<file path="src/source/msrh_l2_params.svh">
`ifndef MSRH_L2_PARAMS_SVH
`define MSRH_L2_PARAMS_SVH

// physical byte address
`define MSRH_PADDR_W 32

// one L2 word
`define MSRH_L2_DATA_W 64

// top bit is the source id, low bits belong to the requester
`define MSRH_L2_TAG_W 4

`define MSRH_L2_RAM_WORDS 256 // power of two
`define MSRH_L2_BASE_ADDR 32'h8000_0000

// edges from read accept to response valid
`define MSRH_L2_RD_LAT 4

`endif

</file>
<file path="src/source/msrh_lsu_pkg.sv">
`include "msrh_l2_params.svh"

package msrh_lsu_pkg;

   typedef logic [`MSRH_PADDR_W-1:0]     paddr_t;
   typedef logic [`MSRH_L2_DATA_W-1:0]   l2_data_t;
   typedef logic [`MSRH_L2_DATA_W/8-1:0] l2_be_t;
   typedef logic [`MSRH_L2_TAG_W-1:0]    l2_tag_t;

   // 0 read, 1 write
   typedef logic l2_cmd_t;

   localparam l2_cmd_t L2_CMD_RD = 1'b0;
   localparam l2_cmd_t L2_CMD_WR = 1'b1;

   typedef struct packed {
      l2_cmd_t  cmd;
      paddr_t   addr;
      l2_tag_t  tag;
      l2_data_t data;
      l2_be_t   byte_en;
   } l2_req_t;

   // reads only, writes get no response
   typedef struct packed {
      l2_tag_t  tag;
      l2_data_t data;
   } l2_resp_t;

endpackage
</file>
<file path="src/source/msrh_l2_arbiter.sv">
module msrh_l2_arbiter (
   // l1d side, high priority
   input  logic                   i_l1d_valid,
   input  msrh_lsu_pkg::l2_req_t  i_l1d,
   output logic                   o_l1d_ready,

   // ic side
   input  logic                   i_ic_valid,
   input  msrh_lsu_pkg::l2_req_t  i_ic,
   output logic                   o_ic_ready,

   // merged request to ram
   output logic                   o_req_valid,
   output msrh_lsu_pkg::l2_req_t  o_req,
   input  logic                   i_req_ready,

   // response from ram
   input  logic                   i_resp_valid,
   input  msrh_lsu_pkg::l2_resp_t i_resp,
   output logic                   o_resp_ready,

   output logic                   o_l1d_resp_valid,
   output msrh_lsu_pkg::l2_resp_t o_l1d_resp,
   input  logic                   i_l1d_resp_ready,

   output logic                   o_ic_resp_valid,
   output msrh_lsu_pkg::l2_resp_t o_ic_resp,
   input  logic                   i_ic_resp_ready
);

   localparam int SRC_BIT = $bits(msrh_lsu_pkg::l2_tag_t) - 1;

   logic w_resp_to_l1d;

   // fixed priority, l1d always wins
   assign o_req_valid = i_l1d_valid | i_ic_valid;
   assign o_req       = i_l1d_valid ? i_l1d : i_ic;
   assign o_l1d_ready = i_req_ready;
   assign o_ic_ready  = !i_l1d_valid & i_req_ready;

   // source bit 1 is l1d
   assign w_resp_to_l1d = i_resp.tag[SRC_BIT];

   assign o_l1d_resp_valid = i_resp_valid & w_resp_to_l1d;
   assign o_ic_resp_valid  = i_resp_valid & !w_resp_to_l1d;
   assign o_l1d_resp       = i_resp;
   assign o_ic_resp        = i_resp;

   // the other side's ready must not leak through
   assign o_resp_ready = w_resp_to_l1d ? i_l1d_resp_ready : i_ic_resp_ready;

endmodule

</file>
<file path="config.mk">
export PLATFORM = sky130hd
export DESIGN_NAME = msrh_l2_arbiter
export DESIGN_NICKNAME = d
export VERILOG_FILES = /design/src/source/msrh_lsu_pkg.sv /design/src/source/msrh_l2_arbiter.sv
export VERILOG_INCLUDE_DIRS = /design/src /design/src/source
export SDC_FILE = /design/constraint.sdc
export NUM_CORES = 1
export LEC_CHECK = 0
export ABC_AREA = 1
export CAP_MARGIN = 0
export CORE_AREA = 2 2 213 215
export DETAILED_ROUTE_END_ITERATION = 10
export DIE_AREA = 0 0 215 217
export DONT_BUFFER_PORTS = 1
export GPL_ROUTABILITY_DRIVEN = 0
export SLEW_MARGIN = 10
export SYNTH_ARGS = -nofsm -noshare
export SYNTH_HDL_FRONTEND = slang
export SYNTH_SLANG_ARGS = --single-unit
export TNS_END_PERCENT = 100
</file>
<file path="constraint.sdc">
create_clock -name vclk -period 0.8
set_input_delay 0 -clock vclk [all_inputs]
set_output_delay 0 -clock vclk [all_outputs]
set_load 0.1 [all_outputs]
</file>
[After elaboration in Yosys (flattened, before gate mapping)]
Cells that the tools add are included.
Widths: inputs -> output; s select.
Storage, ports and cells
  output and inout bits: 251
  input port bits: 292
  flip-flop bits (word level): 0
  word-level logic and storage cells: 8
Operators by class
  bitwise operators: 4
  reduce and logical (&&, ||, !) cells: 2
  mux-type cells: 2
Operators by type and width (number)
  $mux 109: 1
  $and 1x1->1: 3
  $logic_not 1->1: 2
  $mux 1: 1
  $or 1x1->1: 1

[Logic depth before layout (Yosys ltp)]
Gate-level depths: netlist of run 1.
  depth in word-level cells: 2
  depth in mapped cells: 5
  depth with buffers taken out: 3

[Worst setup path before layout of run 1]
OpenSTA, ideal clock, no wires.
  path kind: in2out
  start: input port i_l1d_valid
  end: output port o_ic_ready
  setup slack: -0.665 ns
  stages on the path: 2
  path buffers: 1
  arrival time: 1.465 ns
  required time: 0.800 ns
  cells stage by stage: clkbuf_1 -> nor2_1
On the way
  cells in the longest elaborated chain, start to end: 2
RTL lines
  start: declaration: line msrh_l2_arbiter.sv:3  | input logic i_l1d_valid,
  $logic_not 1->1: line msrh_l2_arbiter.sv:39  | assign o_ic_ready = !i_l1d_valid & i_req_ready;
  $and 1x1->1: line msrh_l2_arbiter.sv:39
  end: declaration: line msrh_l2_arbiter.sv:10  | output logic o_ic_ready,
Every way passes these cells.

==> results of run 1 <==
==> where the power goes <==
| part | internal [W] | leakage, nW | total (W) | switching, W |
|---|---|---|---|---|
| registers | 0 | 0 | 0 | 0 |
| clock network | 0 | 0 | 0 | 0 |
| logic | 0.000948 | 1.50 | 0.00521 | 0.00426 |
| total | 0.000948 | 1.50 | 0.00521 | 0.00426 |
==> per-layer routing <==
layer | share of wire, % | GRT usage (%) | vias to the layer above
met5 | 0 | 0 | -
met4 | 4.4 | 2.046 | 0
met3 | 12 | 1.412 | 56
met2 | 52 | 7.832 | 256
met1 | 32 | 4.416 | 1081
li1 | - | - | 1079
==> layout make-up <==
class,instances,area [µm²]
timing repair buffer,32,640.6
tap,600,750.7
fill,5277,40980
multi-input combinational,334,2298
inverter,5,26.28
==> through the flow <==
step,hold WS (ns),power [W]
5_1_grt,0.0002154,0.005346
3_5_place_dp,0.0009937,0.004982
2_1_floorplan,0.1019,0.007619
3_3_place_gp,0.0009937,0.004945
4_1_cts,0.0009937,0.005102
6_report,0.00005628,0.005211
==> cells in the mapped netlist <==
library cell,number
inv_2,1
clkbuf_1,11
nand2_1,331
buf_2,11
nor2_1,2
inv_1,4
or2_2,1
buf_4,138
==> worst max path at each step <==
stage | slack [ns] | to | depth (start not counted) | start
2_1_floorplan | -0.21 | o_ic_ready | 2 | i_l1d_valid
3_3_place_gp | 0.02 | o_req[29] | 4 | i_l1d_valid
3_5_place_dp | 0.004 | o_req[48] | 4 | i_l1d_valid
4_1_cts | -0.003 | o_req[48] | 4 | i_l1d_valid
5_1_grt | 0.03 | o_req[16] | 5 | i_l1d_valid
6_report | 0.05 | o_req[21] | 4 | i_l1d_valid
==> timing repair <==
item                                   CTS  global route
endpoints found under the hold margin    0             0
resized for setup                       18            17
setup endpoints to repair               34            58
pin swaps                                0             1
setup buffers                            0             0
cloned                                   0             3
==> cells by family (layout without fill, tap and decap cells) <==
group         count (synthesis)  count (layout)  synth area share (%)
simple gates                334             334                 52.18
buf+inv                     165              37                 47.82
==> flow_metrics.env, run 1 <==
export IMPL_gr_total_overflow=0
export IMPL_worst_slack_ns=0.05197
export IMPL_drive_above_1_share_pct=39.62
export IMPL_postLayoutCoreUtil_pct=8.314
export IMPL_hold_buffers=0
export IMPL_finalNonFillerCells=971
export IMPL_whs_path_depth=0
export IMPL_antenna_found_initial=0
export IMPL_slowest_delay_ns=0.21
export IMPL_wl_um=12580
export IMPL_dieArea_um2=46660
export IMPL_route_detailed_drc=0
export IMPL_worstHoldStart="i_resp[64]"
export IMPL_netlist_top_cells_area="nand2_1 52%, buf_4 43%, buf_2 2.3%, clkbuf_1 1.7%, inv_1 0.62%"
export IMPL_avgViaCountPerCell=2.546
export IMPL_arrival_ns=0.75
export IMPL_setup_tns_ns=0
export IMPL_num_antenna_cells=0
export IMPL_die_y_um=217
export IMPL_port_buffers=0
export IMPL_cp_top_family="simple AND/OR/NAND/NOR gates"
export IMPL_fin_area_um2=3716
export IMPL_dpl_cell_area_um2=3379
export IMPL_fin_nets=665
export IMPL_critical_path_max_fanout=112
export IMPL_wl_per_cell_um=12.95
export IMPL_fin_crit_ns=0.7480
export IMPL_fp_row_count=78
export IMPL_synth_top_cell_area_share_pct=51.61
export IMPL_grt_pass1_wl_um=15290
export IMPL_synth_seq_area_share_pct=0
export IMPL_regArea_um2=0
export IMPL_yosysUniqueCellTypes=8
export IMPL_setup_worst_path_start_class="input pin"
export IMPL_rsz0062_at_grt="no"
export IMPL_finalHoldViolCount=0
export IMPL_worst_hold_path_endpoint="o_l1d_resp[64]"
export IMPL_nClkBuffers=0
export IMPL_critPathBufInv=2
export IMPL_synth_nets=791
export IMPL_area_delta_synth_final_pct=54.37
export IMPL_drtAntennaViolNets=0
export IMPL_worstSetupPathType="input pin to output port"
export IMPL_worst_pin_slew_ns=0.5638
export IMPL_layout_common_cells="220 x nand2_1, 71 x nand2_4, 29 x nand2_8, 27 x buf_12, 11 x nand2_2"
export IMPL_firstDrtPassIters=4
export IMPL_cp_required_ns=0.80
export IMPL_hp_class="input pin to output port"
export IMPL_crit_path_top_delay_cell="nand2_8"
export IMPL_dp_cells=968
export IMPL_synth_cells=499
export IMPL_dp_hpwl_um=10120
export IMPL_maxCapViolations=0
export IMPL_post_place_ws_ns=0.003880
export IMPL_dieWidth_um=215
export IMPL_max_slew_margin_pct=62.64
export IMPL_start_util_pct=5.386
export IMPL_coreArea_um2=44700
export IMPL_synthesis_area_um2=2407
export IMPL_powerDensity_nw_per_um2=1402
export IMPL_seq_cell_count=0
export IMPL_fin_crit_sh_pct=93.50
export IMPL_grt_pass1_vias=2383
export IMPL_finalSetupViolations=0
export IMPL_grt_max_degree=113
export IMPL_ys_warn_count=0
export IMPL_drtIter0Drc=106
export IMPL_worstSetupEndpointType="output port"
export IMPL_p_leak_nw=1.504
export IMPL_max_vdd_ir_drop_mv=0.3831
export IMPL_final_common_cell="nand2_1"
export IMPL_grt_usage_pct=4.286
export IMPL_ios=543
export IMPL_status="finished, final reports clean"
export IMPL_vias=2472
export IMPL_synth_largest_area_cell="nand2_1"
export IMPL_max_freq_ghz=1.337
export IMPL_syn_area_per_cell_um2=4.824
export IMPL_drv_slew=0
export IMPL_cp_cell_sequence="inv_8, buf_12, nand2_1, nand2_8"
Power figures use the tool's default switching activity.
==> inputs of run 2 (changes only) <==
Settings changed: ABC_AREA 1 to 0, SKIP_LAST_GASP set to 1.
==> run 2 against run 1 <==
Worst hold slack about the same. Setup slack better by 0.037 ns. Power grew 18%. Critical path depth down 2. Synthesized cell count decreased by 47%. Final area rose by 13%. Cell count down 15%. Wire length increased by 49%. Sequential share of layout area unchanged. Die area unchanged. Utilization increased by 1.0 points. Critical path type unchanged. Largest cell class is now buffers. Largest power group unchanged. Highest routed layer unchanged.
==> flow_metrics.env, run 2 <==
export IMPL_status="finished, final reports clean"
export IMPL_yosysUniqueCellTypes=7
export IMPL_power_switching_w=0.004160
export IMPL_gr_total_overflow=0
export IMPL_max_vdd_ir_drop_mv=0.4305
export IMPL_cp_top_family="multiplexers"
export IMPL_worst_slack_ns=0.08944
export IMPL_synth_seq_area_share_pct=0
export IMPL_hp_class="input pin to output port"
export IMPL_maxCapViolations=0
export IMPL_max_freq_ghz=1.407
export IMPL_nClkBuffers=0
export IMPL_drv_slew=0
export IMPL_slowest_delay_ns=0.41
export IMPL_fin_crit_sh_pct=88.82
export IMPL_p_seq_share_pct=0
export IMPL_dp_hpwl_um=17500
export IMPL_max_slew_margin_pct=65.94
export IMPL_synth_largest_area_cell="mux2_2"
export IMPL_dieArea_um2=46660
export IMPL_cp_required_ns=0.80
export IMPL_setup_worst_path_start_class="input pin"
export IMPL_coreArea_um2=44700
export IMPL_synth_cells=263
export IMPL_area_delta_synth_final_pct=73.16
export IMPL_p_leak_nw=1.470
export IMPL_final_common_cell="buf_12"
export IMPL_swShare_pct=67.48
export IMPL_critical_path_max_fanout=111
export IMPL_power_frac_clock_pct=0
export IMPL_post_place_ws_ns=0.1772
export IMPL_grt_max_degree=112
export IMPL_hold_buffers=0
export IMPL_dpl_cell_area_um2=4161
export IMPL_fin_nets=513
export IMPL_grt_pass1_wl_um=21560
export IMPL_fin_area_um2=4182
export IMPL_synthesis_area_um2=2415
export IMPL_antenna_found_initial=8
export IMPL_powerDensity_nw_per_um2=1474
export IMPL_drive_above_1_share_pct=99.54
export IMPL_cts_setup_buffers=0
export IMPL_drtAntennaViolNets=0
export IMPL_vias=1665
export IMPL_avgViaCountPerCell=2.013
export IMPL_startpoint="i_l1d_valid"
export IMPL_route_detailed_drc=0
export IMPL_regArea_um2=0
export IMPL_wl_um=18750
export IMPL_port_buffers=0
export IMPL_syn_area_per_cell_um2=9.182
export IMPL_finalSetupViolations=0
export IMPL_wl_per_cell_um=22.67
export IMPL_drtIter0Drc=42
export IMPL_finalPower_w=0.006165
export IMPL_grt_pass1_vias=2039
export IMPL_cts_resized=0
export IMPL_worstSetupPathType="input pin to output port"
export IMPL_synth_nets=555
export IMPL_hold_slack_ns=0.00004838
export IMPL_finalHoldViolCount=0
export IMPL_synth_most_common_cell="buf_4"
export IMPL_synth_top_cell_area_share_pct=51.30
export IMPL_whs_path_depth=0
export IMPL_postLayoutCoreUtil_pct=9.355
export IMPL_ys_warn_count=0
export IMPL_die_y_um=217
export IMPL_netlist_top_cells_area="mux2_2 51%, buf_4 43%, buf_6 4.7%, nor2b_1 0.52%, buf_2 0.41%"
export IMPL_start_util_pct=5.403
export IMPL_crit_cells=2
export IMPL_crit_path_top_delay_cell="mux2_2"
export IMPL_dieWidth_um=215
export IMPL_arrival_ns=0.71
export IMPL_fp_row_count=78
export IMPL_critPathBufInv=1
export IMPL_fin_crit_ns=0.7106
export IMPL_seq_cell_count=0
export IMPL_firstDrtPassIters=3
export IMPL_rsz0062_at_grt="no"
export IMPL_worst_pin_slew_ns=0.5139
export IMPL_crit_path_end="o_req[106]"
export IMPL_cp_cell_sequence="mux2_2, buf_12"
export IMPL_ios=543
export IMPL_p_comb_share_pct=100.0
export IMPL_worstSetupEndpointType="output port"
export IMPL_grt_usage_pct=7.230
export IMPL_layout_common_cells="105 x buf_12, 102 x mux2_2, 8 x mux2_4, 2 x nor2b_4"
export IMPL_synth_common_cells="137 x buf_4, 110 x mux2_2, 10 x buf_6"
export IMPL_internal_power_w=0.002005
==> run 2: kinds of logic (layout without fill, tap and decap cells) <==
group,after synthesis,count (layout),synth area share (%)
mux,110,110,51.30
buf+inv,149,105,47.67
simple gates,4,4,1.037
other cells,0,8,0
==> run 2: power groups by stage <==
stage | clock [W] | combinational [W] | sequential (W)
after detailed placement | 0 | 0.00628 | 0
after floorplan | 0 | 0.00726 | 0
after CTS | 0 | 0.00631 | 0
after global placement | 0 | 0.00628 | 0
after global routing | 0.00000000134 | 0.00635 | 0
final | 0.00000000134 | 0.00617 | 0
==> run 2: final cells by class <==
| class | instances | area [µm²] |
|---|---|---|
| Antenna cell | 8 | 20.02 |
| Multi-Input combinational cell | 114 | 1309 |
| Tap cell | 600 | 750.7 |
| Timing Repair Buffer | 105 | 2102 |
| Fill cell | 5164 | 40520 |
==> run 2: worst min-delay path by stage <==
stage          startpoint         endpoint
2_1_floorplan  i_resp[67]  o_ic_resp_valid
3_3_place_gp   i_resp[55]    o_ic_resp[55]
3_5_place_dp   i_resp[55]    o_ic_resp[55]
4_1_cts        i_resp[55]    o_ic_resp[55]
5_1_grt         i_resp[0]     o_ic_resp[0]
6_report       i_resp[31]    o_ic_resp[31]
==> run 2: stage by stage <==
stage / cells / setup TNS [ns]
2_1_floorplan: 263 / -2.516
3_3_place_gp: 819 / 0
3_5_place_dp: 819 / 0
4_1_cts: 819 / 0
5_1_grt: 827 / 0
6_report: 827 / 0
==> run 2: routing by layer <==
layer	global-route usage, %	wire length, µm	vias to the layer above
met3	3.396	2425	62
met4	3.471	980	0
li1	-	-	672
met5	0	0	-
met1	8.519	7220	680
met2	11.06	8124	251
==> inputs of run 3 (changes only) <==
Settings changed: REMOVE_ABC_BUFFERS set to 1, SLEW_MARGIN 10 to 20.
==> run 3 against run 2 <==
Setup slack improved by 0.062 ns. Final area increased by 2.4%. Critical path depth unchanged. Via count increased by 27%. Non-clock buffer count increased by 8. Combinational power about the same. Utilization increased by 0.22 points. Sequential cell count unchanged. Critical path type unchanged. Highest routed layer is now met5.
==> flow_metrics.env, run 3 (synthesized netlist as in run 2, its figures left out) <==
export IMPL_fin_crit_ns=0.6486
export IMPL_ios=543
export IMPL_grt_usage_pct=9.695
export IMPL_p_leak_nw=1.503
export IMPL_gr_total_overflow=0
export IMPL_max_vdd_ir_drop_mv=0.3794
export IMPL_drv_slew=0
export IMPL_fin_crit_sh_pct=81.07
export IMPL_finalHoldViolCount=0
export IMPL_max_freq_ghz=1.542
export IMPL_grt_pass1_wl_um=28590
export IMPL_port_buffers=0
export IMPL_final_common_cell="buf_12"
export IMPL_layout_common_cells="113 x buf_12, 110 x mux2_2, 2 x nor2b_2, 1 x or2_2, 1 x and2_1"
export IMPL_drtIter0Drc=103
export IMPL_seq_cell_count=0
export IMPL_grt_max_degree=112
export IMPL_dpl_cell_area_um2=4282
export IMPL_cts_resized=0
export IMPL_fin_area_um2=4282
export IMPL_die_y_um=217
export IMPL_antenna_found_initial=1
export IMPL_cp_required_ns=0.80
export IMPL_hp_class="input pin to output port"
export IMPL_arrival_ns=0.65
export IMPL_coreArea_um2=44700
export IMPL_start_util_pct=5.403
export IMPL_hold_buffers=0
export IMPL_crit_path_top_delay_cell="mux2_2"
export IMPL_worst_slack_ns=0.1514
export IMPL_wl_um=24670
export IMPL_cp_cell_sequence="mux2_2, buf_12"
export IMPL_grt_pass1_vias=2241
export IMPL_cts_setup_buffers=0
export IMPL_area_delta_synth_final_pct=77.31
export IMPL_worstSetupEndpointType="output port"
export IMPL_dp_hpwl_um=22210
export IMPL_powerDensity_nw_per_um2=1433
export IMPL_max_slew_margin_pct=66.31
export IMPL_rsz0062_at_grt="no"
export IMPL_finalPower_w=0.006137
export IMPL_firstDrtPassIters=4
export IMPL_cp_top_family="multiplexers"
export IMPL_setup_worst_path_start_class="input pin"
export IMPL_dieWidth_um=215
export IMPL_finalSetupViolations=0
export IMPL_dieArea_um2=46660
export IMPL_critical_path_max_fanout=111
export IMPL_route_detailed_drc=0
export IMPL_slowest_delay_ns=0.39
export IMPL_fp_row_count=78
export IMPL_num_antenna_cells=0
export IMPL_critPathBufInv=1
export IMPL_wl_per_cell_um=29.83
export IMPL_regArea_um2=0
export IMPL_maxCapViolations=0
export IMPL_avgViaCountPerCell=2.548
export IMPL_drtAntennaViolNets=0
export IMPL_postLayoutCoreUtil_pct=9.579
export IMPL_post_place_ws_ns=0.1891
export IMPL_status="finished, final reports clean"
export IMPL_vias=2107
export IMPL_nClkBuffers=0
export IMPL_worstSetupPathType="input pin to output port"
export IMPL_drive_above_1_share_pct=99.56
export IMPL_worst_pin_slew_ns=0.5084
export IMPL_fin_nets=521
## run 3: cell types whose count changed in the layout (fill, tap and decap cells not counted)
cell	delta
diode_2	-8
mux2_2	+8
nor2b_4	-2
buf_12	+8
nor2b_2	+2
mux2_4	-8
## run 3: area by class of cell
cell class         instances  area [µm²]
repair buffers           113        2262
well taps                600       750.7
multi-input cells        114        1269
fillers                 5215       40420
## run 3: metrics by stage
stage               std cells  hold slack [ns]  TNS, ns
floorplan                 114                0   -1.071
global placement          827        0.0009992        0
detailed placement        827        0.0009992        0
CTS                       827        0.0009992        0
global route              827        0.0001830        0
finish                    827       0.00004409        0
## run 3: where the power goes
part	total, W	internal, W	switching, W
registers	0	0	0
clock network	0	0	0
logic	0.00614	0.00210	0.00404
total	0.00614	0.00210	0.00404
## run 3: metal layers
metal  share of wire (%)  global-route usage, %  vias to the layer above
met5                 1.5                  5.521                        -
met4                0.25                 0.2529                       10
met3                  31                  14.61                       14
met2                  33                  11.00                      467
met1                  34                  9.509                      931
li1                    -                      -                      685
## run 3: path summary, 6_finish.rpt
check / start / end / slack, ns / cells past startpoint
worst min-delay path: i_req_ready / o_l1d_ready / 0.00004 / 0
worst max-delay path: i_l1d_valid / o_req[98] / 0.15 / 2
